==> src/hdl/mem_sys_pkg.sv <==
`default_nettype none

package mem_sys_pkg;

  ////////////////////////////////
  // Bus widths
  ////////////////////////////////
  localparam int DATA_WIDTH = 32;
  localparam int ADDR_WIDTH = 32;        // Byte address
  localparam int DMEM_AW    = 10;        // 1024 words, 0x0000..0x0FFF

  // Access size codes, code 3 is illegal
  localparam logic [1:0] SIZE_WORD = 2'd0;
  localparam logic [1:0] SIZE_BYTE = 2'd1;
  localparam logic [1:0] SIZE_HALF = 2'd2;

  ////////////////////////////////
  // Memory map
  ////////////////////////////////
  localparam logic [ADDR_WIDTH-1:0] ADDR_MMIO_BASE  = 32'h0000_C000;
  localparam int                    MMIO_WIN_AW     = 4;   // 16 byte window
  localparam logic [ADDR_WIDTH-1:0] ADDR_PS2_CHAR   = 32'h0000_C000;
  localparam logic [ADDR_WIDTH-1:0] ADDR_PS2_STATUS = 32'h0000_C004;
  localparam logic [ADDR_WIDTH-1:0] ADDR_CONFIG     = 32'h0000_C008;
  localparam logic [ADDR_WIDTH-1:0] ADDR_TIMER      = 32'h0000_C00C;

  // PS/2 status bits, the rest read zero
  localparam int ST_READY      = 0;
  localparam int ST_BREAK      = 1;
  localparam int ST_EXTENDED   = 2;
  localparam int ST_PARITY_ERR = 3;

endpackage

`default_nettype wire

==> src/hdl/mem_port_if.sv <==
`default_nettype none

// One request/response port, request in cycle N, rdata in N+1
interface mem_port_if
  import mem_sys_pkg::*;
();

  logic [ADDR_WIDTH-1:0] addr;
  logic                  wr;     // Write strobe
  logic                  rd;     // Read strobe
  logic [1:0]            size;   // SIZE_* code
  logic [DATA_WIDTH-1:0] wdata;
  logic [DATA_WIDTH-1:0] rdata;  // Valid one cycle after rd

  // Decoder side
  modport host (
    output addr, wr, rd, size, wdata,
    input  rdata
  );

  // Memory or peripheral side
  modport target (
    input  addr, wr, rd, size, wdata,
    output rdata
  );

endinterface

`default_nettype wire

==> src/hdl/mem_map.sv <==
`default_nettype none

module mem_map
  import mem_sys_pkg::*;
(
  input  logic                  clk,
  input  logic                  rst_n,
  input  logic [ADDR_WIDTH-1:0] addr_i,
  input  logic                  wr_i,
  input  logic                  rd_i,
  input  logic [1:0]            size_i,
  input  logic [DATA_WIDTH-1:0] wdata_i,
  output logic [DATA_WIDTH-1:0] rdata_o,
  mem_port_if.host              dmem_port,
  mem_port_if.host              mmio_port
);

  logic in_dmem;
  logic in_mmio;
  logic dmem_sel_q;    // Range of last cycle's request
  logic mmio_sel_q;

  ////////////////////////////////
  // Address decode
  ////////////////////////////////
  assign in_dmem = (addr_i[ADDR_WIDTH-1:DMEM_AW+2] == '0);
  assign in_mmio = (addr_i[ADDR_WIDTH-1:MMIO_WIN_AW] ==
                    ADDR_MMIO_BASE[ADDR_WIDTH-1:MMIO_WIN_AW]);

  // Payload to both, strobes only to the selected side
  assign dmem_port.addr  = addr_i;
  assign dmem_port.size  = size_i;
  assign dmem_port.wdata = wdata_i;
  assign dmem_port.wr    = wr_i & in_dmem;
  assign dmem_port.rd    = rd_i & in_dmem;

  assign mmio_port.addr  = addr_i;
  assign mmio_port.size  = size_i;
  assign mmio_port.wdata = wdata_i;
  assign mmio_port.wr    = wr_i & in_mmio;
  assign mmio_port.rd    = rd_i & in_mmio;

  always_ff @(posedge clk, negedge rst_n) begin
    if (!rst_n) begin
      dmem_sel_q <= 1'b0;
      mmio_sel_q <= 1'b0;
    end else begin
      dmem_sel_q <= in_dmem;
      mmio_sel_q <= in_mmio;
    end
  end

  // Returning data, unmapped reads as zero
  assign rdata_o = dmem_sel_q ? dmem_port.rdata :
                   mmio_sel_q ? mmio_port.rdata : '0;

  a_no_wr_rd: assert property (@(posedge clk) disable iff (!rst_n)
    !(wr_i && rd_i));

endmodule

`default_nettype wire

==> src/flat_wrapper.sv <==
// flat-port wrapper written by rule: the top's interface ports become plain ports
module mem_map_flat import mem_sys_pkg::*;
  (clk, rst_n, addr_i, wr_i, rd_i, size_i, wdata_i, rdata_o, dmem_port_addr, dmem_port_wr, dmem_port_rd, dmem_port_size, dmem_port_wdata, dmem_port_rdata, mmio_port_addr, mmio_port_wr, mmio_port_rd, mmio_port_size, mmio_port_wdata, mmio_port_rdata);
  mem_port_if dmem_port_i ();
  mem_port_if mmio_port_i ();
  input  logic clk;
  input  logic rst_n;
  input  logic [ADDR_WIDTH-1:0] addr_i;
  input  logic wr_i;
  input  logic rd_i;
  input  logic [1:0] size_i;
  input  logic [DATA_WIDTH-1:0] wdata_i;
  output logic [DATA_WIDTH-1:0] rdata_o;
  output wire logic [$bits(dmem_port_i.addr)-1:0] dmem_port_addr;
  output wire logic [$bits(dmem_port_i.wr)-1:0] dmem_port_wr;
  output wire logic [$bits(dmem_port_i.rd)-1:0] dmem_port_rd;
  output wire logic [$bits(dmem_port_i.size)-1:0] dmem_port_size;
  output wire logic [$bits(dmem_port_i.wdata)-1:0] dmem_port_wdata;
  input wire logic [$bits(dmem_port_i.rdata)-1:0] dmem_port_rdata;
  output wire logic [$bits(mmio_port_i.addr)-1:0] mmio_port_addr;
  output wire logic [$bits(mmio_port_i.wr)-1:0] mmio_port_wr;
  output wire logic [$bits(mmio_port_i.rd)-1:0] mmio_port_rd;
  output wire logic [$bits(mmio_port_i.size)-1:0] mmio_port_size;
  output wire logic [$bits(mmio_port_i.wdata)-1:0] mmio_port_wdata;
  input wire logic [$bits(mmio_port_i.rdata)-1:0] mmio_port_rdata;
  assign dmem_port_addr = dmem_port_i.addr;
  assign dmem_port_wr = dmem_port_i.wr;
  assign dmem_port_rd = dmem_port_i.rd;
  assign dmem_port_size = dmem_port_i.size;
  assign dmem_port_wdata = dmem_port_i.wdata;
  assign dmem_port_i.rdata = dmem_port_rdata;
  assign mmio_port_addr = mmio_port_i.addr;
  assign mmio_port_wr = mmio_port_i.wr;
  assign mmio_port_rd = mmio_port_i.rd;
  assign mmio_port_size = mmio_port_i.size;
  assign mmio_port_wdata = mmio_port_i.wdata;
  assign mmio_port_i.rdata = mmio_port_rdata;
  mem_map u_core (.clk(clk), .rst_n(rst_n), .addr_i(addr_i), .wr_i(wr_i), .rd_i(rd_i), .size_i(size_i), .wdata_i(wdata_i), .rdata_o(rdata_o), .dmem_port(dmem_port_i), .mmio_port(mmio_port_i));
endmodule
==> config.mk <==
export PLATFORM = sky130hd
export DESIGN_NAME = mem_map_flat
export DESIGN_NICKNAME = d
export VERILOG_FILES = /design/src/hdl/mem_sys_pkg.sv /design/src/hdl/mem_port_if.sv /design/src/hdl/mem_map.sv /design/src/flat_wrapper.sv
export SDC_FILE = /design/constraint.sdc
export NUM_CORES = 1
export LEC_CHECK = 0
export BUFFER_PORTS_ARGS = -buffer_cell sky130_fd_sc_hd__buf_4
export CAP_MARGIN = 20
export CORE_AREA = 5 5 113 115
export DETAILED_ROUTE_END_ITERATION = 10
export DIE_AREA = 0 0 118 120
export GPL_TIMING_DRIVEN = 1
export PLACE_DENSITY = 0.53
export REMOVE_ABC_BUFFERS = 1
export SETUP_SLACK_MARGIN = 0.15
export SLEW_MARGIN = 20
export SYNTH_ARGS = -nofsm -noshare
export SYNTH_HDL_FRONTEND = slang
export SYNTH_SLANG_ARGS = --single-unit
==> constraint.sdc <==
create_clock -name clk -period 1.7 [get_ports clk]
set_input_delay 0.085 -clock clk [delete_from_list [all_inputs] [get_ports clk]]
set_output_delay 0.085 -clock clk [all_outputs]
set_load 0.01 [all_outputs]
==> summary.txt <==
Synthesis
  – Yosys warnings: 0
  – Post-Syn Area per Cell: 7.60 um2
  – Leading post-synthesis cells by cell area: buf_4 (66%), a22o_1 (18%), dfrtp_1 (3.3%)
  – Top cell type's share of synthesized area: 66.2%
  – Yosys top cell by area: buf_4
  – Seq cells post-synth: 2
  – Post-synthesis cell count: 197
  – Post-Syn Area: 1500 um2
  – Post-synthesis sequential area ratio: 3.34%
  – Netlist cell types: 15

Die
  – I/O Pins: 302
  – Die height: 120 um
  – CORE AREA: 11700 um2
  – Die area: 14200 um2
  – Initial cell density of the core: 12.8%
  – Die width: 118 um
  – Std-Cell Rows: 40

Route
  – Drt total wl: 9300 um
  – DRT iter0 DRCs: 73
  – Pre-antenna DRT Iters: 4
  – DRT antenna net count: 0
  – Vias: 1561
  – Drt drc: 0
  – Routed vias/inst: 3.92
  – Avg WL per Cell: 23.4 um

Placed design
  – Post-DP HPWL: 8440 um
  – Placed Instance Area: 2080 um2
  – Gpl congestion: 0.859
  – IO buf count: 187

Final layout
  – Number of nets in the layout: 387
  – Final Core Density: 18.5%
  – Final instance area: 2160 um2
  – Share of cells above drive strength 1: 78.1%
  – # diodes: 0
  – Fillcell total: 1304
  – P&R area growth vs syn: 44.4%

Global route
  – Grt ovf: 0
  – Initial antenna violation count: 0
  – Number of global-route vias before repair: 1697
  – Maximum number of pins on one net before global-route repair: 34
  – GRT Total Usage: 12.0%
  – First-pass GRT wire length: 12500 um

Power and ir drop
  – Static Leak: 1.13 nW
  – Peak supply drop: 518 uV
  – Cell area power density: 348 nW/um2

STA
  – Final number of setup-violating endpoints: 0
  – Period utilization: 84.5%
  – Highest Clock Rate: 696 MHz
  – Minimum clock period: 1.44 ns
  – Setup TNS: 0 ns
  – Max-slew violations: 0
  – Rel. slew slack: 75.9%
  – Worst-margin pin slew: 0.362 ns
  – RSZ-0062 raised after global routing: no
  – Final hold violation count: 0

Hold path
  – HP Class: primary input to primary output
  – HP Start: addr_i[2]

Critical path
  – Critical Path Start: u_core.dmem_sel_q$_DFF_PN0_
  – Critical Path Fanout Max: 31
  – Crit end category: primary output
  – Worst setup SP type: flop
  – Arr. time, crit path: 1.35 ns
  – CP Class: flop to primary output
  – Worst EP required: 1.62 ns

Clocking
  – CTS Buf Count: 3
  – Clock slew at reported path FFs: 0.03 ns
  – H-tree lvl count: 1
  – Setup Fix Bufs, Post-CTS: 0
  – CTS tree: yes
  – Clock Tree Buf Depth: 2
  – CTS sink cnt: 2
  – Root Buffer: clkbuf_16
  – Hold_buf cts: 1
  – Post_cts resized: 0

Outcome
  – Status: complete, no violations

Run
  – MaxCap Viol Count: 0
-- placed cells by master, fill, tap and decap left out --
cell,n
buf_4,189
nor4_2,3
nor3_1,4
clkbuf_16,3
nand4_1,3
nor2_1,5
nand2_1,3
inv_1,2
o21ai_0,1
dlygate4sd3_1,1
dfrtp_1,2
nor2b_2,1
a22o_1,31
nor4_1,1
nor4b_1,2
-- path summary, 6_finish.rpt --
check | end | slack, ns | depth (start not counted)
max | rdata_o[2] | 0.26 | 4
min | mmio_port_addr[2] | 0.17 | 0
max in group asynchronous | u_core.dmem_sel_q$_DFF_PN0_ | 1.40 | 2
min in group asynchronous | u_core.mmio_sel_q$_DFF_PN0_ | 0.21 | 2
-- critical path: stages, from the launching register on --
cell	delay (ns)
dfrtp_1	0.37
nor2b_2	0.10
buf_4	0.32
a22o_1	0.20
buf_4	0.12
-- through the flow --
stage	worst slack (ns)	hold WS, ns	cells	power (mW)
6_report	0.264	0.170	398	0.753
5_1_grt	0.184	0.170	398	0.788
4_1_cts	0.249	0.170	398	0.762
3_5_place_dp	0.330	-0.127	394	0.405
3_3_place_gp	0.331	-0.129	394	0.403
2_1_floorplan	-0.0602	-0.211	58	0.0567
-- registers in the layout (all words and copies together), names as in the netlist --
| name | count |
|---|---|
| u_core.dmem_sel_q | 1 |
| u_core.mmio_sel_q | 1 |
-- synthesized netlist by cell type --
master / count
buf_4: 132
a22o_1: 31
buf_2: 5
nor2_1: 5
nor3_1: 4
nand2_1: 3
nand4_1: 3
nor4_2: 3
clkbuf_1: 2
dfrtp_1: 2
inv_1: 2
nor4b_1: 2
nor2b_2: 1
nor4_1: 1
o21ai_0: 1
-- cell type report --
cell class                 count  area (um2)  area share [%]
timing repair buffer         190        1430            66.1
multi-input combinational     54         415            19.2
tap                          147         184            8.51
clock buffer                   3        75.1            3.47
sequential                     2        50.0            2.32
inverter                       2        7.51           0.347
-- per-layer routing --
layer  global-route usage, %  part of all wire [%]  wire length [um]
met1                    11.3                    32              2940
met2                    16.6                    40              3680
met3                    14.5                    27              2510
met4                    1.00                  0.37                34
met5                    9.56                   1.5               135
-- report_power, final --
part	switching [mW]	total [mW]	internal (mW)	leakage, nW
clock	0.0509	0.350	0.299	0.0370
combinational	0.130	0.355	0.225	1.07
sequential	0.0000000294	0.0480	0.0480	0.0280
-- cell families (layout without fill, tap and decap cells) --
kind of cell	count (synthesis)	in the layout	share of synthesized area [%]
DFF	2	2	3.34
AOI/OAI and AO/OA	32	32	18.5
buffers and inverters	141	195	68.9
and+or+nand+nor	22	22	9.28
No activity file was read; power rests on OpenSTA's default activity.
