[src/hdl/mem_sys_pkg.sv]
`default_nettype none

package mem_sys_pkg;

  ////////////////////////////////
  // Bus widths
  ////////////////////////////////
  localparam int DATA_WIDTH = 32;
  localparam int ADDR_WIDTH = 32;        // Byte address
  localparam int DMEM_AW    = 10;        // 1024 words, 0x0000..0x0FFF

  // Access size codes, code 3 is illegal
  localparam logic [1:0] SIZE_WORD = 2'd0;
  localparam logic [1:0] SIZE_BYTE = 2'd1;
  localparam logic [1:0] SIZE_HALF = 2'd2;

  ////////////////////////////////
  // Memory map
  ////////////////////////////////
  localparam logic [ADDR_WIDTH-1:0] ADDR_MMIO_BASE  = 32'h0000_C000;
  localparam int                    MMIO_WIN_AW     = 4;   // 16 byte window
  localparam logic [ADDR_WIDTH-1:0] ADDR_PS2_CHAR   = 32'h0000_C000;
  localparam logic [ADDR_WIDTH-1:0] ADDR_PS2_STATUS = 32'h0000_C004;
  localparam logic [ADDR_WIDTH-1:0] ADDR_CONFIG     = 32'h0000_C008;
  localparam logic [ADDR_WIDTH-1:0] ADDR_TIMER      = 32'h0000_C00C;

  // PS/2 status bits, the rest read zero
  localparam int ST_READY      = 0;
  localparam int ST_BREAK      = 1;
  localparam int ST_EXTENDED   = 2;
  localparam int ST_PARITY_ERR = 3;

endpackage

`default_nettype wire

[src/hdl/mem_port_if.sv]
`default_nettype none

// One request/response port, request in cycle N, rdata in N+1
interface mem_port_if
  import mem_sys_pkg::*;
();

  logic [ADDR_WIDTH-1:0] addr;
  logic                  wr;     // Write strobe
  logic                  rd;     // Read strobe
  logic [1:0]            size;   // SIZE_* code
  logic [DATA_WIDTH-1:0] wdata;
  logic [DATA_WIDTH-1:0] rdata;  // Valid one cycle after rd

  // Decoder side
  modport host (
    output addr, wr, rd, size, wdata,
    input  rdata
  );

  // Memory or peripheral side
  modport target (
    input  addr, wr, rd, size, wdata,
    output rdata
  );

endinterface

`default_nettype wire

[src/hdl/lane_align.sv]
`default_nettype none

module lane_align
  import mem_sys_pkg::*;
(
  input  logic                    clk,
  input  logic                    rst_n,
  mem_port_if.target              req,
  output logic [DMEM_AW-1:0]      ram_addr_o,
  output logic [DATA_WIDTH/8-1:0] ram_be_o,
  output logic [DATA_WIDTH-1:0]   ram_wdata_o,
  input  logic [DATA_WIDTH-1:0]   ram_rdata_i
);

  // Big-endian lanes
  // offset 0 -> [31:24], 1 -> [23:16], 2 -> [15:8], 3 -> [7:0]
  function automatic logic [4:0] lane_shift(input logic [1:0] size, input logic [1:0] off);
    case (size)
      SIZE_BYTE: lane_shift = {~off, 3'b000};                  // 24,16,8,0
      SIZE_HALF: lane_shift = {(2'd2 - off), 3'b000};          // 16,8,0
      default:   lane_shift = 5'd0;
    endcase
  endfunction

  logic [1:0]            off;
  logic [4:0]            st_shift;
  logic [DATA_WIDTH/8-1:0] be;
  logic [1:0]            off_q;    // Load offset, lines up with RAM read
  logic [1:0]            size_q;
  logic [4:0]            ld_shift;
  logic [DATA_WIDTH-1:0] ld_word;

  assign off        = req.addr[1:0];
  assign st_shift   = lane_shift(req.size, off);
  assign ram_addr_o = req.addr[DMEM_AW+1:2];   // Word address

  ////////////////////////////////
  // Store side
  ////////////////////////////////
  always_comb begin
    case (req.size)
      SIZE_BYTE: begin
        be          = 4'b1000 >> off;
        ram_wdata_o = {{(DATA_WIDTH-8){1'b0}}, req.wdata[7:0]} << st_shift;
      end
      SIZE_HALF: begin
        be          = 4'b1100 >> off;
        ram_wdata_o = {{(DATA_WIDTH-16){1'b0}}, req.wdata[15:0]} << st_shift;
      end
      default: begin               // Full word, offset ignored
        be          = 4'b1111;
        ram_wdata_o = req.wdata;
      end
    endcase
  end

  assign ram_be_o = req.wr ? be : '0;   // No write unless strobed

  ////////////////////////////////
  // Load side
  ////////////////////////////////
  always_ff @(posedge clk, negedge rst_n) begin
    if (!rst_n) begin
      off_q  <= 2'd0;
      size_q <= SIZE_WORD;
    end else begin
      off_q  <= off;
      size_q <= req.size;
    end
  end

  assign ld_shift = lane_shift(size_q, off_q);
  assign ld_word  = ram_rdata_i >> ld_shift;

  always_comb begin
    case (size_q)
      SIZE_BYTE: req.rdata = {{(DATA_WIDTH-8){1'b0}}, ld_word[7:0]};    // Zero-extend
      SIZE_HALF: req.rdata = {{(DATA_WIDTH-16){1'b0}}, ld_word[15:0]};
      default:   req.rdata = ram_rdata_i;
    endcase
  end

  // Size code 3 never reaches the RAM
  a_no_size3: assert property (@(posedge clk) disable iff (!rst_n)
    (req.wr || req.rd) |-> req.size != 2'd3);

  // Half word would straddle two RAM words
  a_no_half_off3: assert property (@(posedge clk) disable iff (!rst_n)
    (req.wr || req.rd) |-> !(req.size == SIZE_HALF && off == 2'd3));

endmodule

`default_nettype wire

[src/flat_wrapper.sv]
// flat-port wrapper written by rule: the top's interface ports become plain ports
module lane_align_flat import mem_sys_pkg::*;
  (clk, rst_n, ram_addr_o, ram_be_o, ram_wdata_o, ram_rdata_i, req_addr, req_wr, req_rd, req_size, req_wdata, req_rdata);
  mem_port_if req_i ();
  input  logic clk;
  input  logic rst_n;
  output logic [DMEM_AW-1:0] ram_addr_o;
  output logic [DATA_WIDTH/8-1:0] ram_be_o;
  output logic [DATA_WIDTH-1:0] ram_wdata_o;
  input  logic [DATA_WIDTH-1:0] ram_rdata_i;
  input wire logic [$bits(req_i.addr)-1:0] req_addr;
  input wire logic [$bits(req_i.wr)-1:0] req_wr;
  input wire logic [$bits(req_i.rd)-1:0] req_rd;
  input wire logic [$bits(req_i.size)-1:0] req_size;
  input wire logic [$bits(req_i.wdata)-1:0] req_wdata;
  output wire logic [$bits(req_i.rdata)-1:0] req_rdata;
  assign req_i.addr = req_addr;
  assign req_i.wr = req_wr;
  assign req_i.rd = req_rd;
  assign req_i.size = req_size;
  assign req_i.wdata = req_wdata;
  assign req_rdata = req_i.rdata;
  lane_align u_core (.clk(clk), .rst_n(rst_n), .req(req_i), .ram_addr_o(ram_addr_o), .ram_be_o(ram_be_o), .ram_wdata_o(ram_wdata_o), .ram_rdata_i(ram_rdata_i));
endmodule
[config.mk]
export PLATFORM = sky130hd
export DESIGN_NAME = lane_align_flat
export DESIGN_NICKNAME = d
export VERILOG_FILES = /design/src/hdl/mem_sys_pkg.sv /design/src/hdl/mem_port_if.sv /design/src/hdl/lane_align.sv /design/src/flat_wrapper.sv
export SDC_FILE = /design/constraint.sdc
export NUM_CORES = 1
export LEC_CHECK = 0
export BUFFER_PORTS_ARGS = -buffer_cell sky130_fd_sc_hd__buf_2
export CORE_MARGIN = 2
export CORE_UTILIZATION = 34
export CTS_CLUSTER_DIAMETER = 100
export DETAILED_ROUTE_END_ITERATION = 10
export GPL_TIMING_DRIVEN = 0
export PLACE_DENSITY_LB_ADDON = 0.12
export SETUP_SLACK_MARGIN = 0.1
export SLEW_MARGIN = 10
export SYNTH_ARGS = -nofsm -noshare
export SYNTH_HDL_FRONTEND = slang
export SYNTH_SLANG_ARGS = --single-unit
[constraint.sdc]
create_clock -name clk -period 1.8 [get_ports clk]
set_input_delay 0.18 -clock clk [delete_from_list [all_inputs] [get_ports clk]]
set_output_delay 0.18 -clock clk [all_outputs]
set_load 0.01 [all_outputs]
==> flow_summary_export.csv, run 1 <==
group,metric,value,unit
detailed_routing,wl_per_cell,16.8,um
power,power_density,409,nW/um^2
min_path,worst_hold_path_type,"in2reg",
logic_synthesis,post_synth_main_area_contributors,"nand2_1 7.7%, and2_1 5.6%, inv_1 5.5%",
detailed_routing,via_per_inst,5.43,
logic_synthesis,ys_seq_elements,4,
min_path,holdCritStartpoint,"req_addr[1]",
finish,multi_input_area,2020,um^2
power,p_leak,0.00198,uW
detailed_routing,drtIter0Drc,109,
finish,antenna_cells,0,
global_route,grt_use_total,27.2,%
finish,fin_nets,595,
logic_synthesis,synthTopCellsByCount,"39 x nand2_1, 28 x inv_1, 21 x o21ai_0",
critical_path,worstPathMaxFanout,5,
finish,stdcell_area,4050,um^2
finish,nFillCells,411,
timing,hold_viol,0,
die,rows,27,
logic_synthesis,seq_area_frac_synth,5.28,%
place,port_buffers,148,
global_route,grt_remaining_overflow,0,
run_status,violations,"negative setup slack",
clock_tree,cts_num_sinks,4,
global_route,grt_pass1_vias,2798,
die,die_area,6190,um^2
critical_path,endpoint_kind,"output pin",
place,place_ws,-0.429,ns
logic_synthesis,yosysUniqueCellTypes,45,
clock_tree,clock_path_buffers,2,
finish,final_layout_size_suffix_gt1_share,67.1,%
place,placed_cell_area,2830,um^2
detailed_routing,vias,3021,
critical_path,crit_required,1.62,ns
logic_synthesis,synth_edf_count,0,
timing,fin_ws,-0.452,ns
timing,layout_min_cycle_time,2.25,ns
clock_tree,root_buffer,"clkbuf_8",
logic_synthesis,synth_top_area_share,7.72,%
logic_synthesis,syn-num-nets,395,
timing,tightest_slew,0.408,ns
timing,fin_crit_sh,125,%
die,start_util,34.9,%
logic_synthesis,avgSynthCellArea,6.63,um^2
global_route,grt_max_degree,11,
logic_synthesis,ys_async_sr_fraction,100,%
timing,setup_viol,28,
critical_path,startpoint,"u_core.size_q[0]$_DFF_PN0_",
global_route,grt_pass1_wl,13.8,mm
die,core_area,5440,um^2
job,max_cap_viol_count,0,
logic_synthesis,synth_cells,286,
logic_synthesis,synth.most_common_cell,"nand2_1",
critical_path,crit_type,"reg2out",
timing,drv_slew,0,
logic_synthesis,synth_warnings,0,
finish,syn_to_final_growth,114,%
logic_synthesis,synth_ff_type,"dfrtp_1",
place,gp_congestion,0.838,
critical_path,crit_arrival,2.07,ns
timing,fmax,444,MHz
timing,slew_headroom,72.8,%
die,die_width,78.7,um
finish,register_area,101,um^2
global_route,antenna_found_initial,0,
place,hpwl,5.84,mm
critical_path,startpoint_type,"register",
min_path,min_to,"u_core.off_q[1]$_DFF_PN0_",
die,fp.dieH,78.7,um
power,peakVddDrop,0.381,mV
logic_synthesis,synth_top_cell_by_area,"nand2_1",
run_status,outcome,"complete, but fails checks",
detailed_routing,first_pass_iters,4,
detailed_routing,postRouteAntennaNets,0,
clock_tree,cts_max_level,1,
clock_tree,cts_buffers,3,
timing,rsz0062_at_grt,"yes",
die,io_pins,180,
detailed_routing,drc,0,
logic_synthesis,syn-cell-area,1900,um^2
clock_tree,clkTransAtPathRegs,0.03,ns
detailed_routing,finalWirelength,9.35,mm
min_path,whs_path_depth,1,
clock_tree,cts_tree,"yes",
-- state kept, by name, summed over array words and instances (netlist names) --
register / flops
u_core.size_q: 2
u_core.off_q: 2
-- per-layer routing --
| metal | part of all wire, % | global-route usage [%] |
|---|---|---|
| met2 | 54 | 51.8 |
| met5 | 0 | 0 |
| met1 | 37 | 31.5 |
| met3 | 6.9 | 3.45 |
| met4 | 2.1 | 7.19 |
-- final cells by class --
cell class                 count  share of cell area [%]
buffer                        26                    6.39
clock buffer                   3                    1.02
inverter                      28                    2.96
multi-input combinational    224                    49.8
sequential                     4                    2.50
tap                           72                    2.22
timing repair buffer         199                    35.1
-- placed cells by master, fill, tap and decap left out, types with 6 or more instances in the layout --
cell type  instances
o21ai_0            9
buf_2            122
and2_4            16
buf_8              6
o21ai_1           12
buf_6             48
nor2_1             8
a31oi_1            9
a22o_1            12
buf_4             39
nand2_1           33
a21oi_1           10
inv_1             21
ha_4               6
-- cell families (layout without fill, tap and decap cells) --
logic type,count (synthesis),in the layout,synth area share [%]
AO/OA/AOI/OAI,107,107,42.4
XOR/XNOR,1,1,0.858
adder cells (fa/ha/maj),7,7,4.62
buffers and inverters,58,256,15.0
flip-flops,4,4,5.28
multiplexers,11,11,6.86
AND/OR/NAND/NOR,98,98,25.0
-- worst max-delay path, stage by stage (launching register included) --
cell and delay, ns:
dfrtp_2 0.40, inv_2 0.07, buf_6 0.12, ha_4 0.15, buf_6 0.13, mux2i_4 0.28, mux2i_1 0.23, a21oi_1 0.10
o221a_2 0.26, buf_6 0.12
-- metrics by stage --
stage                     setup TNS (ns)  power, uW  std cells  utilization, %  hold WS (ns)
after global placement            -13.16        997        506            51.9       -0.0159
final                              -8.06       1660        556            74.5        0.0815
after floorplan                  -0.0274        656        286               -        -0.116
after CTS                          -9.06       1450        547            65.7        0.0697
after global routing              -10.00       1750        556            74.5        0.0765
after detailed placement          -13.31       1000        506            51.9       -0.0134
-- power breakdown --
group	internal [uW]	switching, uW	total, uW
clock network	142	43.9	186
registers	95.4	4.68	100
logic	706	665	1370
-- how the worst max path moves through the flow --
stage,to,slack (ns),cells past startpoint
after floorplan,req_rdata[1],-0.005,7
after global placement,ram_wdata_o[10],-0.41,9
after detailed placement,ram_wdata_o[10],-0.43,9
after CTS,req_rdata[10],-0.47,8
after global routing,req_rdata[13],-0.55,9
final,req_rdata[5],-0.45,9
-- what timing repair did --
item	4_1_cts	5_1_grt
pin swaps	27	28
setup buffers	31	13
resized for setup	91	104
cloned	7	1
hold buffers	1	0
endpoints found under the hold margin	4	0
setup endpoints to repair	67	63
Power figures use the tool's default switching activity.
==> run 2: changes to the inputs <==
Settings changed: BUFFER_PORTS_ARGS -buffer_cell sky130_fd_sc_hd__buf_2 to unset, CORE_UTILIZATION 34 to 40, DONT_BUFFER_PORTS set to 1.
==> run 2 against run 1 <==
Against the previous run:
- the run still ends with negative setup slack left
- global-route usage down 3.3 points
- sequential share of layout area up 1.2 points
- combinational power down 33%
- sequential cell count unchanged
- utilization down 16 points
- clock power about the same
- critical path depth down 2
- sequential power about the same
- power down 27%
- worst hold slack better by 0.15 ns
- maximum frequency up 2.7%
==> flow_summary_export.csv, run 2 (synthesized netlist as in run 1, its figures left out) <==
group,metric,value,unit
run_status,outcome,"complete, but fails checks",
run_status,violations,"negative setup slack",
finish,final_layout_size_suffix_gt1_share,40.6,%
timing,slew_headroom,62.7,%
global_route,grt_remaining_overflow,0,
finish,antenna_cells,0,
power,p_leak,0.00114,uW
finish,reg_top3,"u_core.off_q (2), u_core.size_q (2)",
timing,rsz0062_at_grt,"yes",
timing,hold_viol,0,
timing,tightest_slew,0.560,ns
critical_path,crit_required,1.62,ns
finish,layout_commonest_cell,"nand2_1",
global_route,antenna_found_initial,0,
die,die_width,72.8,um
timing,setup_viol,16,
critical_path,endpoint_kind,"output pin",
power,power,1200,uW
finish,register_area,100,um^2
die,fp.dieH,72.8,um
critical_path,crit_arrival,2.01,ns
detailed_routing,drtIter0Drc,115,
die,die_area,5310,um^2
power,peakVddDrop,0.278,mV
critical_path,crit_type,"reg2out",
finish,utilization,58.2,%
detailed_routing,finalWirelength,7.13,mm
min_path,worst_hold_path_type,"in2async",
detailed_routing,first_pass_iters,4,
clock_tree,cts_max_level,1,
die,rows,25,
clock_tree,root_buffer,"clkbuf_8",
clock_tree,clock_path_buffers,2,
finish,mostFrequentLayoutCells,"35 x nand2_1, 24 x inv_1, 20 x buf_4",
die,start_util,40.7,%
detailed_routing,drc,0,
die,io_pins,180,
global_route,grt_max_degree,11,
finish,stdcell_area,2710,um^2
clock_tree,cts_buffers,3,
detailed_routing,vias,2298,
critical_path,startpoint_type,"register",
timing,layout_min_cycle_time,2.19,ns
finish,multi_input_area,1930,um^2
finish,syn_to_final_growth,43.2,%
timing,drv_slew,0,
global_route,grt_pass1_vias,2020,
place,port_buffers,0,
global_route,grt_use_total,23.9,%
finish,nFillCells,448,
global_route,grt_pass1_wl,10.1,mm
job,max_cap_viol_count,0,
clock_tree,cts_tree,"yes",
timing,hold-worst-slack,0.229,ns
finish,fin_nets,419,
place,gp_congestion,0.806,
place,placed_cell_area,2060,um^2
timing,fmax,456,MHz
timing,fin_ws,-0.393,ns
timing,fin_crit_sh,122,%
power,power_density,443,nW/um^2
place,hpwl,5.18,mm
die,core_area,4660,um^2
critical_path,worstPathMaxFanout,5,
clock_tree,clkTransAtPathRegs,0.03,ns
detailed_routing,wl_per_cell,19.7,um
clock_tree,cts_num_sinks,4,
detailed_routing,postRouteAntennaNets,0,
detailed_routing,via_per_inst,6.35,
## run 2: cell types whose count changed in the layout (fill, tap and decap cells not counted), moves of 5 or more
cell,delta
buf_6,-40
nor2_1,+6
o21ai_1,-6
buf_2,-120
o21ai_2,+5
buf_4,-19
## run 2: what timing repair did
action / CTS / global route
endpoints found under the setup margin: 62 / 55
buffers inserted: 11 / 2
hold buffers: 5 / 0
resized for setup: 68 / 38
cloned: 0 / 2
hold endpoints to repair: 8 / 0
pin swaps: 9 / 20
## run 2: path summary, 6_finish.rpt
kind	cells past startpoint	startpoint	to
min in group clk	1	req_addr[9]	ram_addr_o[7]
max in group asynchronous	1	rst_n	u_core.size_q[0]$_DFF_PN0_
worst min-delay path	1	rst_n	u_core.off_q[1]$_DFF_PN0_
worst max-delay path	7	u_core.size_q[1]$_DFF_PN0_	req_rdata[12]
## run 2: layer usage
layer  vias to the layer above  global-route usage [%]  wire length (um)
met1                      1089                    30.3              2870
met3                        13                    4.42               561
met5                         -                       0                 0
met2                       129                    42.7              3580
met4                         0                    3.91               116
li1                       1067                       -                 -
## run 2: area by class of cell
| class | instances | area share, % |
|---|---|---|
| flip-flops and latches | 4 | 3.69 |
| plain buffers | 29 | 9.59 |
| well taps | 54 | 2.49 |
| repair buffers | 20 | 7.56 |
| multi-input cells | 224 | 71.3 |
| clock buffers | 3 | 1.52 |
| inverters | 28 | 3.87 |
## run 2: where the power goes
group / internal [uW] / switching, uW
registers: 95.2 / 4.66
clock network: 142 / 45.7
logic: 401 / 513
## run 2: critical path, cell delays in order (launching register included)
cell       delay [ns]
dfrtp_1          0.40
buf_6            0.14
ha_4             0.16
mux2_4           0.30
a2111oi_4        0.18
buf_4            0.20
a21oi_2          0.08
o31ai_4          0.32
## run 2: per-stage QoR
| stage | std cells | setup WS [ns] | setup TNS (ns) |
|---|---|---|---|
| floorplan | 286 | -0.00457 | -0.0274 |
| global placement | 340 | -0.278 | -6.36 |
| detailed placement | 340 | -0.319 | -6.84 |
| CTS | 358 | -0.372 | -4.83 |
| global route | 362 | -0.439 | -6.37 |
| finish | 362 | -0.393 | -5.50 |
