**config.mk**
```make
export PLATFORM = sky130hd
export DESIGN_NAME = mmio_regs_flat
export DESIGN_NICKNAME = d
export VERILOG_FILES = /design/src/hdl/mem_sys_pkg.sv /design/src/hdl/mem_port_if.sv /design/src/hdl/mmio_regs.sv /design/src/flat_wrapper.sv
export SDC_FILE = /design/constraint.sdc
export NUM_CORES = 1
export LEC_CHECK = 0
export BUFFER_PORTS_ARGS = -buffer_cell sky130_fd_sc_hd__buf_2
export CORE_MARGIN = 1.5
export CORE_UTILIZATION = 53
export CTS_BUF_LIST = sky130_fd_sc_hd__clkbuf_8 sky130_fd_sc_hd__clkbuf_16
export CTS_CLUSTER_DIAMETER = 100
export DETAILED_ROUTE_END_ITERATION = 6
export PLACE_DENSITY = 0.85
export REMOVE_ABC_BUFFERS = 1
export SYNTH_ARGS = -nofsm -noshare
export SYNTH_HDL_FRONTEND = slang
export SYNTH_SLANG_ARGS = --single-unit
export TNS_END_PERCENT = 30
```
**constraint.sdc**
```tcl
create_clock -name clk -period 3.46 [get_ports clk]
set_clock_uncertainty 0.15 [all_clocks]
set_input_delay 0.865 -clock clk [delete_from_list [all_inputs] [get_ports clk]]
set_output_delay 0.865 -clock clk [all_outputs]
set_load 0.01 [all_outputs]
```
**src/hdl/mem_sys_pkg.sv**
```systemverilog
`default_nettype none

package mem_sys_pkg;

  ////////////////////////////////
  // Bus widths
  ////////////////////////////////
  localparam int DATA_WIDTH = 32;
  localparam int ADDR_WIDTH = 32;        // Byte address
  localparam int DMEM_AW    = 10;        // 1024 words, 0x0000..0x0FFF

  // Access size codes, code 3 is illegal
  localparam logic [1:0] SIZE_WORD = 2'd0;
  localparam logic [1:0] SIZE_BYTE = 2'd1;
  localparam logic [1:0] SIZE_HALF = 2'd2;

  ////////////////////////////////
  // Memory map
  ////////////////////////////////
  localparam logic [ADDR_WIDTH-1:0] ADDR_MMIO_BASE  = 32'h0000_C000;
  localparam int                    MMIO_WIN_AW     = 4;   // 16 byte window
  localparam logic [ADDR_WIDTH-1:0] ADDR_PS2_CHAR   = 32'h0000_C000;
  localparam logic [ADDR_WIDTH-1:0] ADDR_PS2_STATUS = 32'h0000_C004;
  localparam logic [ADDR_WIDTH-1:0] ADDR_CONFIG     = 32'h0000_C008;
  localparam logic [ADDR_WIDTH-1:0] ADDR_TIMER      = 32'h0000_C00C;

  // PS/2 status bits, the rest read zero
  localparam int ST_READY      = 0;
  localparam int ST_BREAK      = 1;
  localparam int ST_EXTENDED   = 2;
  localparam int ST_PARITY_ERR = 3;

endpackage

`default_nettype wire

```
**src/hdl/mem_port_if.sv**
```systemverilog
`default_nettype none

// One request/response port, request in cycle N, rdata in N+1
interface mem_port_if
  import mem_sys_pkg::*;
();

  logic [ADDR_WIDTH-1:0] addr;
  logic                  wr;     // Write strobe
  logic                  rd;     // Read strobe
  logic [1:0]            size;   // SIZE_* code
  logic [DATA_WIDTH-1:0] wdata;
  logic [DATA_WIDTH-1:0] rdata;  // Valid one cycle after rd

  // Decoder side
  modport host (
    output addr, wr, rd, size, wdata,
    input  rdata
  );

  // Memory or peripheral side
  modport target (
    input  addr, wr, rd, size, wdata,
    output rdata
  );

endinterface

`default_nettype wire

```
**src/hdl/mmio_regs.sv**
```systemverilog
`default_nettype none

module mmio_regs
  import mem_sys_pkg::*;
(
  input  logic       clk,
  input  logic       rst_n,
  mem_port_if.target bus,            // Full-word access only
  input  logic [7:0] key_i,
  input  logic       key_valid_i,
  input  logic       break_i,
  input  logic       extended_i,
  input  logic       parity_err_i,
  output logic [7:0] cfg_o,
  output logic [7:0] key_o
);

  logic [7:0]            key_q;
  logic                  ready_q;
  logic                  brk_q;
  logic                  ext_q;
  logic                  perr_q;
  logic [7:0]            cfg_q;
  logic [DATA_WIDTH-1:0] timer_q;    // Cycles since reset
  logic [DATA_WIDTH-1:0] status;
  logic [DATA_WIDTH-1:0] rdata_q;

  always_comb begin
    status                = '0;
    status[ST_READY]      = ready_q;
    status[ST_BREAK]      = brk_q;
    status[ST_EXTENDED]   = ext_q;
    status[ST_PARITY_ERR] = perr_q;
  end

  ////////////////////////////////
  // Register state
  ////////////////////////////////
  always_ff @(posedge clk, negedge rst_n) begin
    if (!rst_n) begin
      key_q   <= 8'h00;
      ready_q <= 1'b0;
      brk_q   <= 1'b0;
      ext_q   <= 1'b0;
      perr_q  <= 1'b0;
      cfg_q   <= 8'h00;
      timer_q <= '0;
    end else begin
      timer_q <= timer_q + 1'b1;
      if (bus.rd && bus.addr == ADDR_PS2_CHAR) begin
        ready_q <= 1'b0;              // Key consumed
      end
      if (key_valid_i) begin          // New key wins over a clear
        key_q   <= key_i;
        brk_q   <= break_i;
        ext_q   <= extended_i;
        perr_q  <= parity_err_i;
        ready_q <= 1'b1;
      end
      if (bus.wr && bus.addr == ADDR_CONFIG) begin
        cfg_q <= bus.wdata[7:0];      // Other writes dropped
      end
    end
  end

  // Read data for the following cycle
  always_ff @(posedge clk) begin
    if (bus.rd) begin
      case (bus.addr)
        ADDR_PS2_CHAR:   rdata_q <= {{(DATA_WIDTH-8){1'b0}}, key_q};
        ADDR_PS2_STATUS: rdata_q <= status;
        ADDR_CONFIG:     rdata_q <= {{(DATA_WIDTH-8){1'b0}}, cfg_q};
        ADDR_TIMER:      rdata_q <= timer_q;
        default:         rdata_q <= '0;
      endcase
    end
  end

  assign bus.rdata = rdata_q;
  assign cfg_o     = cfg_q;
  assign key_o     = key_q;

endmodule

`default_nettype wire

```
**src/flat_wrapper.sv**
```systemverilog
// flat-port wrapper written by rule: the top's interface ports become plain ports
module mmio_regs_flat import mem_sys_pkg::*;
  (clk, rst_n, key_i, key_valid_i, break_i, extended_i, parity_err_i, cfg_o, key_o, bus_addr, bus_wr, bus_rd, bus_size, bus_wdata, bus_rdata);
  mem_port_if bus_i ();
  input  logic clk;
  input  logic rst_n;
  input  logic [7:0] key_i;
  input  logic key_valid_i;
  input  logic break_i;
  input  logic extended_i;
  input  logic parity_err_i;
  output logic [7:0] cfg_o;
  output logic [7:0] key_o;
  input wire logic [$bits(bus_i.addr)-1:0] bus_addr;
  input wire logic [$bits(bus_i.wr)-1:0] bus_wr;
  input wire logic [$bits(bus_i.rd)-1:0] bus_rd;
  input wire logic [$bits(bus_i.size)-1:0] bus_size;
  input wire logic [$bits(bus_i.wdata)-1:0] bus_wdata;
  output wire logic [$bits(bus_i.rdata)-1:0] bus_rdata;
  assign bus_i.addr = bus_addr;
  assign bus_i.wr = bus_wr;
  assign bus_i.rd = bus_rd;
  assign bus_i.size = bus_size;
  assign bus_i.wdata = bus_wdata;
  assign bus_rdata = bus_i.rdata;
  mmio_regs u_core (.clk(clk), .rst_n(rst_n), .bus(bus_i), .key_i(key_i), .key_valid_i(key_valid_i), .break_i(break_i), .extended_i(extended_i), .parity_err_i(parity_err_i), .cfg_o(cfg_o), .key_o(key_o));
endmodule
```
==> results.md, run 1 <==
- Status: finished with violations
- Failing checks: DRC
- Fillers: 474
- Pre-antenna DRT Iters: 7
- Sequential share of power: 0.562
- Fin. max-slew vios: 0
- GP Congestion: 0.8233
- Clk root buf: clkbuf_8
- Final Util: 0.6819
- Iter 0 DRT Violations: 93
- Measured slew at the worst slew-check pin: 0.7095 ns
- Max frequency: 388.0 MHz
- Cell Int Power: 1478 uW
- Distinct cells, synth: 35
- Post_cts resized: 0
- Largest family of logic cells by synthesized area: simple AND/OR/NAND/NOR gates
- Final hold vios: 0
- PortBufs: roughly 100
- Layout cells sized above 1: 0.4164
- Final setup vio count: 0
- Largest net degree at the start of global routing: 34
- Mux contribution to synthesized area: 0.09785
- Critical path fanouts, max: 8
- Initial core utilization: 0.5583
- GRT Util Overall: 0.2058
- # DRC: 4
- Die height: 85.49 um
- Power Density: 434.0 nW/um2
- Initial antenna violation count: 0
- HP Class: flop to flop
- Vias: 2461
- H-tree Lvls: 3
- Synth warn: 0
- Antenna Violating Nets Remaining: 0
- Clock latency on the worst-skew pair: between 0.3 and 0.4 ns
- Mean Syn Cell Area: ~14 um2
- Area delta synth->final: 22.14%
- Simple-Gate Fraction of Synth Area: 0.1711
- Post-route cell area: roughly 4400 um2
- Critical path class: input port to flop
- Row count: 29
- P_sw: 433.6 uW
- Vias in the first global route: 2393
- Die width: 85.49 um
- Overall power: 1911 uW
- Sequential share of the synthesized area: 0.6273
- Min Clock Period, post-route: 2.577 ns
- Switching share of power: 0.2268
- TritonCTS Buffers: 9
- Routed wire length: 7001 um
- Gr ovfl total: 0
- First-pass GRT wire length: 11510 um
- CTS sink count: 84
- Die ar.: 7308 um2
- CTS tree: built
- Number of synthesized register bits: 84
- Total core area: 6459 um2
- DR WL/cell: 15.42 um
- Cell Area, Placed: 4202 um2
- Required time of the worst setup path: 3.54 ns
- Clock share of power: 0.370
- Setup repair bufs after CTS: 0
- Setup WS pre-CTS: 0.4794 ns
- Worst vdd ir: approximately 0.22 mV
- Boundary Pins: 130
- RSZ-0062 raised after global routing: false
- Via density: 5.421
- Max-cap violations: 0
- Setup ws final: 0.8830 ns
- Comb power frac: 0.068
- DP Wirelength: 5131 um
- NumNets Final: 455
- Startpoint types: input port
- Worst setup EP type: flop
- Fin Setup TNS: 0 ns
- Synth Area in Compound Gates: 0.01041
- Synth Area in XOR/XNOR: 0.07287
- Leakage: around 0.002 uW
- Clock transition at path regs: 0.08 ns
- Hold-fix buffers, CTS: 0
- Worst Path Arrival: about 2.7 ns
- Syn Std Cell Area: 3606 um2
- Tcrit/Tclk final: 0.7448
- Max Root-Sink Buffers: 2
- ANT cells: 0
- Gate Count Post-Synth: 263
- Post-Synth Adder-Cell Area: 0.003470
- Slew headroom: 0.5270
worst paths after layout:
kind / cells after the start / start / end / slack (ns)
max in group asynchronous: 2 / rst_n / u_core.timer_q[27] / 2.12
min in group asynchronous: 1 / rst_n / u_core.timer_q[10] / 0.40
worst max register to register: 5 / u_core.timer_q[0] / u_core.timer_q[26] / 1.31
worst min register to register: 1 / u_core.timer_q[31] / u_core.timer_q[31] / 0.31
worst min-delay path: 1 / u_core.timer_q[31] / u_core.timer_q[31] / 0.31
worst max-delay path: 5 / bus_addr[1] / u_core.cfg_o[6] / 0.88
registers in the layout, indices dropped and copies added, names as in the netlist:
| register | flops |
|---|---|
| u_core.brk_q | 1 |
| u_core.cfg_o | 8 |
| u_core.ext_q | 1 |
| u_core.ready_q | 1 |
| u_core.bus.rdata | 32 |
| u_core.key_o | 8 |
| u_core.timer_q | 32 |
| u_core.perr_q | 1 |
power by group through the flow:
stage	sequential, uW	combinational [uW]	clock [uW]
2_1_floorplan	1110	29.9	0
3_3_place_gp	1090	129	0
3_5_place_dp	1100	132	0
4_1_cts	1070	132	712
5_1_grt	1080	142	756
6_report	1070	129	708
cells in the mapped netlist:
library cell / count / area (um2)
xor2_1: 14 / 122.6
nor2b_1: 4 / 25.02
buf_6: 1 / 11.26
nor4bb_1: 1 / 10.01
nand3_1: 10 / 50.05
mux4_2: 3 / 67.56
and2_1: 21 / 131.4
clkbuf_1: 4 / 15.01
nand2_1: 12 / 45.04
or4_1: 1 / 7.510
nor4_1: 6 / 37.54
nor3_1: 16 / 80.08
nor3b_2: 1 / 12.51
and4_2: 2 / 20.02
and4_1: 1 / 8.760
or2_2: 1 / 6.260
nor4_4: 2 / 42.54
xnor2_1: 16 / 140.1
nor2_1: 10 / 37.54
edfxtp_1: 32 / 960.9
dfrtp_1: 52 / 1301
buf_1: 2 / 7.510
inv_1: 6 / 22.52
or4_4: 1 / 11.26
a22oi_1: 4 / 30.03
ha_1: 1 / 12.51
nand2b_1: 1 / 6.260
nand4_1: 8 / 50.05
and3_2: 2 / 15.01
mux2_2: 23 / 259.0
buf_2: 1 / 5.000
mux4_1: 1 / 26.28
o31ai_1: 1 / 7.510
nand4_2: 1 / 12.51
nand3b_1: 1 / 7.510
cells in the final DEF (no fill, tap or decap), types with 12 or more instances in the layout:
cell / Yosys / routed
buf_2: 1 / 103
dfrtp_1: 52 / 52
edfxtp_1: 32 / 32
mux2_2: 23 / 23
and2_1: 21 / 21
xnor2_1: 16 / 16
nor3_1: 16 / 16
xor2_1: 14 / 14
nand2_1: 12 / 12
metal layers:
layer,global-route usage,up-vias,part of all wire
li1,-,1172,-
met1,0.2758,1167,0.44
met2,0.3443,113,0.49
met3,0.02432,9,0.059
met4,0.08358,0,0.013
met5,0,-,0
cell families after synthesis:
logic type               after synthesis
AND/OR/NAND/NOR                      102
flip-flops                            84
XOR/XNOR                              30
multiplexers                          27
buffers and inverters                 14
AO/OA/AOI/OAI                          5
adder cells (fa/ha/maj)                1
critical path, stage by stage:
cell and delay, ns:
buf_2 0.10, nor4_1 0.30, nand4_1 0.33, nor4_4 0.67, mux2_2 0.40
layout make-up:
cell class	instances	area, um2	share of cell area
Clock buffer	10	137.6	0.03125
Sequential cell	84	2262	0.5136
Inverter	6	22.52	0.005114
Timing Repair Buffer	106	538.0	0.1222
Clock inverter	6	65.06	0.01477
Tap cell	77	96.34	0.02188
Multi-Input combinational cell	165	1282	0.2912
through the flow:
stage | std cells | hold slack [ns]
floorplan | 255 | 0.2836
global placement | 438 | 0.2990
detailed placement | 438 | 0.3084
CTS | 454 | 0.3222
global route | 454 | 0.3433
finish | 454 | 0.3147
(Power assumes the default switching activity.)
==> run 2: changes to the inputs <==
--- a/config.mk
+++ b/config.mk
@@ -7,11 +7,11 @@
 export LEC_CHECK = 0
 export BUFFER_PORTS_ARGS = -buffer_cell sky130_fd_sc_hd__buf_2
 export CORE_MARGIN = 1.5
-export CORE_UTILIZATION = 53
+export CORE_UTILIZATION = 49
 export CTS_BUF_LIST = sky130_fd_sc_hd__clkbuf_8 sky130_fd_sc_hd__clkbuf_16
 export CTS_CLUSTER_DIAMETER = 100
 export DETAILED_ROUTE_END_ITERATION = 6
-export PLACE_DENSITY = 0.85
+export PLACE_DENSITY = 0.79
 export REMOVE_ABC_BUFFERS = 1
 export SYNTH_ARGS = -nofsm -noshare
 export SYNTH_HDL_FRONTEND = slang
==> constraint.sdc (replaced) <==
create_clock -name clk -period 2.5 [get_ports clk]
set_clock_uncertainty 0.15 [all_clocks]
set_input_delay 0.625 -clock clk [delete_from_list [all_inputs] [get_ports clk]]
set_output_delay 0.625 -clock clk [all_outputs]
set_load 0.01 [all_outputs]
==> results.md, run 2 (synthesis results as in run 1) <==
- Initial core utilization: 0.5025 (-0.05578)
- GP Congestion: 0.7958 (-3.3%)
- Comb power frac: 0.070 (+0.002)
- Max frequency: 456.9 MHz
- Setup repair bufs after CTS: 0 (unchanged)
- Die width: 88.79 um (+3.9%)
- Total core area: 7176 um2 (+11%)
- NumNets Final: 458 (+0.66%)
- Pre-antenna DRT Iters: 4 (-3)
- DP Wirelength: 5173 um (+0.83%)
- Critical path fanouts, max: 8 (unchanged)
- Crit path from: u_core.timer_q[1]
- GRT Util Overall: 0.1990 (-0.006756)
- Required time of the worst setup path: 2.63 ns (-0.91 ns)
- First-pass GRT wire length: 11470 um (-0.30%)
- Worst vdd ir: 0.3952 mV (+79%)
- Clock share of power: 0.357 (-0.013)
- Gr ovfl total: 0 (unchanged)
- Crit path cell chain: ha_1 -> nand2_1 -> or4_1 -> nor3_1 -> xor2_1
- Critical path class: flop to flop
- Final hold vios: 0 (unchanged)
- Final setup vio count: 0 (unchanged)
- DR WL/cell: 14.70 um (-4.7%)
- Slew headroom: 0.6551 (+0.1281)
- Clock transition at path regs: 0.08 ns (about the same)
- Worst Path Arrival: 2.32 ns (-0.34 ns)
- Vias in the first global route: 2347 (-1.9%)
- Initial antenna violation count: 0 (unchanged)
- CTS sink count: 84 (unchanged)
- H-tree Lvls: 3 (unchanged)
- P_sw: 577.0 uW (+33%)
- Sequential share of power: 0.573 (+0.011)
- Clk root buf: clkbuf_8
- CTS tree: built
- Vias: 2446 (-0.61%)
- Layout cells sized above 1: 0.4184 (+0.001975)
- Commonest non-fill, non-tap cells in the layout: 103 x buf_2, 52 x dfrtp_1, 32 x edfxtp_1, 23 x mux2_2, 21 x and2_1
- Hold_ws: 0.06931 ns (-0.2454 ns)
- Max-cap violations: 0 (unchanged)
- ANT cells: 0 (unchanged)
- Largest net degree at the start of global routing: 34 (unchanged)
- Critical Path Max Stage Delay: 0.58 ns (-0.09 ns)
- Startpoint types: flop
- Power Density: 580.2 nW/um2 (+34%)
- Cell Int Power: 2014 uW (+36%)
- FF-to-FF Start: u_core.timer_q[1]
- Die ar.: 7883 um2 (+7.9%)
- Buffers & Inverters on Critical Path: 0 (-1)
- Routed wire length: 7040 um (+0.56%)
- Area delta synth->final: 23.87%
- Hold-fix buffers, CTS: 0 (unchanged)
- Commonest non-fill, non-tap cell in the layout: buf_2
- RSZ-0062 raised after global routing: false
- Overall power: 2591 uW (+36%)
- Antenna Violating Nets Remaining: 0 (unchanged)
- # DRC: 0 (-4)
- Min Clock Period, post-route: 2.189 ns
- Boundary Pins: 130 (unchanged)
- Measured slew at the worst slew-check pin: 0.5174 ns (-0.1922 ns)
- HP Class: input port to async pin
- Clock latency on the worst-skew pair: 0.35 ns (about the same)
- Die height: 88.79 um (+3.9%)
- Row count: 31 (+6.9%)
- Via density: 5.106 (-5.8%)
- Post_cts resized: 0 (unchanged)
- Fin Setup TNS: 0 ns (unchanged)
- Tcrit/Tclk final: 0.8755
- Crit path max-delay family: simple AND/OR/NAND/NOR gates
- TritonCTS Buffers: 9 (unchanged)
- PortBufs: 103 (unchanged)
- Leakage: 0.002027 uW (+0.77%)
- Switching share of power: 0.2226 (-0.004181)
- Worst setup EP type: flop
- Status: finished, final reports clean
- Slowest CP cell: or4_1
- Fin. max-slew vios: 0 (unchanged)
- Iter 0 DRT Violations: 94 (+1.1%)
- Max Root-Sink Buffers: 2 (unchanged)
==> run 2: cell count changes in the layout (fill, tap and decap cells not counted) <==
cell | before | now
clkinv_1 | 0 | 2
buf_12 | 0 | 2
inv_1 | 7 | 6
buf_4 | 3 | 4
clkinvlp_4 | 3 | 2
clkinv_2 | 0 | 1
clkbuf_8 | 10 | 9
==> run 2: worst paths after layout <==
kind | to | depth (start not counted) | slack (ns)
worst max-delay path | u_core.timer_q[20] | 5 | 0.31
worst min-delay path | u_core.ext_q | 1 | 0.07
worst max register to register | u_core.timer_q[20] | 5 | 0.31
worst min register to register | u_core.timer_q[31] | 1 | 0.32
max in group asynchronous | u_core.timer_q[27] | 2 | 1.60
min in group clk | u_core.timer_q[31] | 1 | 0.32
==> run 2: stage by stage <==
stage,setup slack [ns],util,instances,instance area [um2]
after floorplan,0.1253,-,255,3567
after global placement,0.06029,0.5960,463,4277
after detailed placement,-0.001032,0.5960,463,4277
after CTS,0.3080,0.6225,479,4467
after global routing,0.1394,0.6225,479,4467
final,0.3112,0.6225,479,4467
==> run 2: layer usage <==
layer	part of all wire	vias to the layer above	global-route usage	routed length, um
li1	-	1173	-	-
met4	0.014	0	0.07386	98
met3	0.061	9	0.05597	431
met5	0	-	0	0
met1	0.42	1175	0.2566	2980
met2	0.50	89	0.3223	3530
==> run 2: final cells by class <==
type,count,area [um2]
Sequential cell,84,2262
Inverter,6,22.52
Multi-Input combinational cell,165,1282
Clock buffer,9,123.9
Fill cell,579,2709
Clock inverter,7,66.31
Timing Repair Buffer,109,585.6
Tap cell,99,123.9
==> run 2: power groups by stage <==
stage | combinational (uW) | clock [uW] | sequential, uW
after global routing | 202 | 1030 | 1490
after CTS | 185 | 949 | 1490
after floorplan | 41.3 | 0 | 1530
final | 181 | 925 | 1490
after detailed placement | 185 | 0 | 1510
after global placement | 180 | 0 | 1510
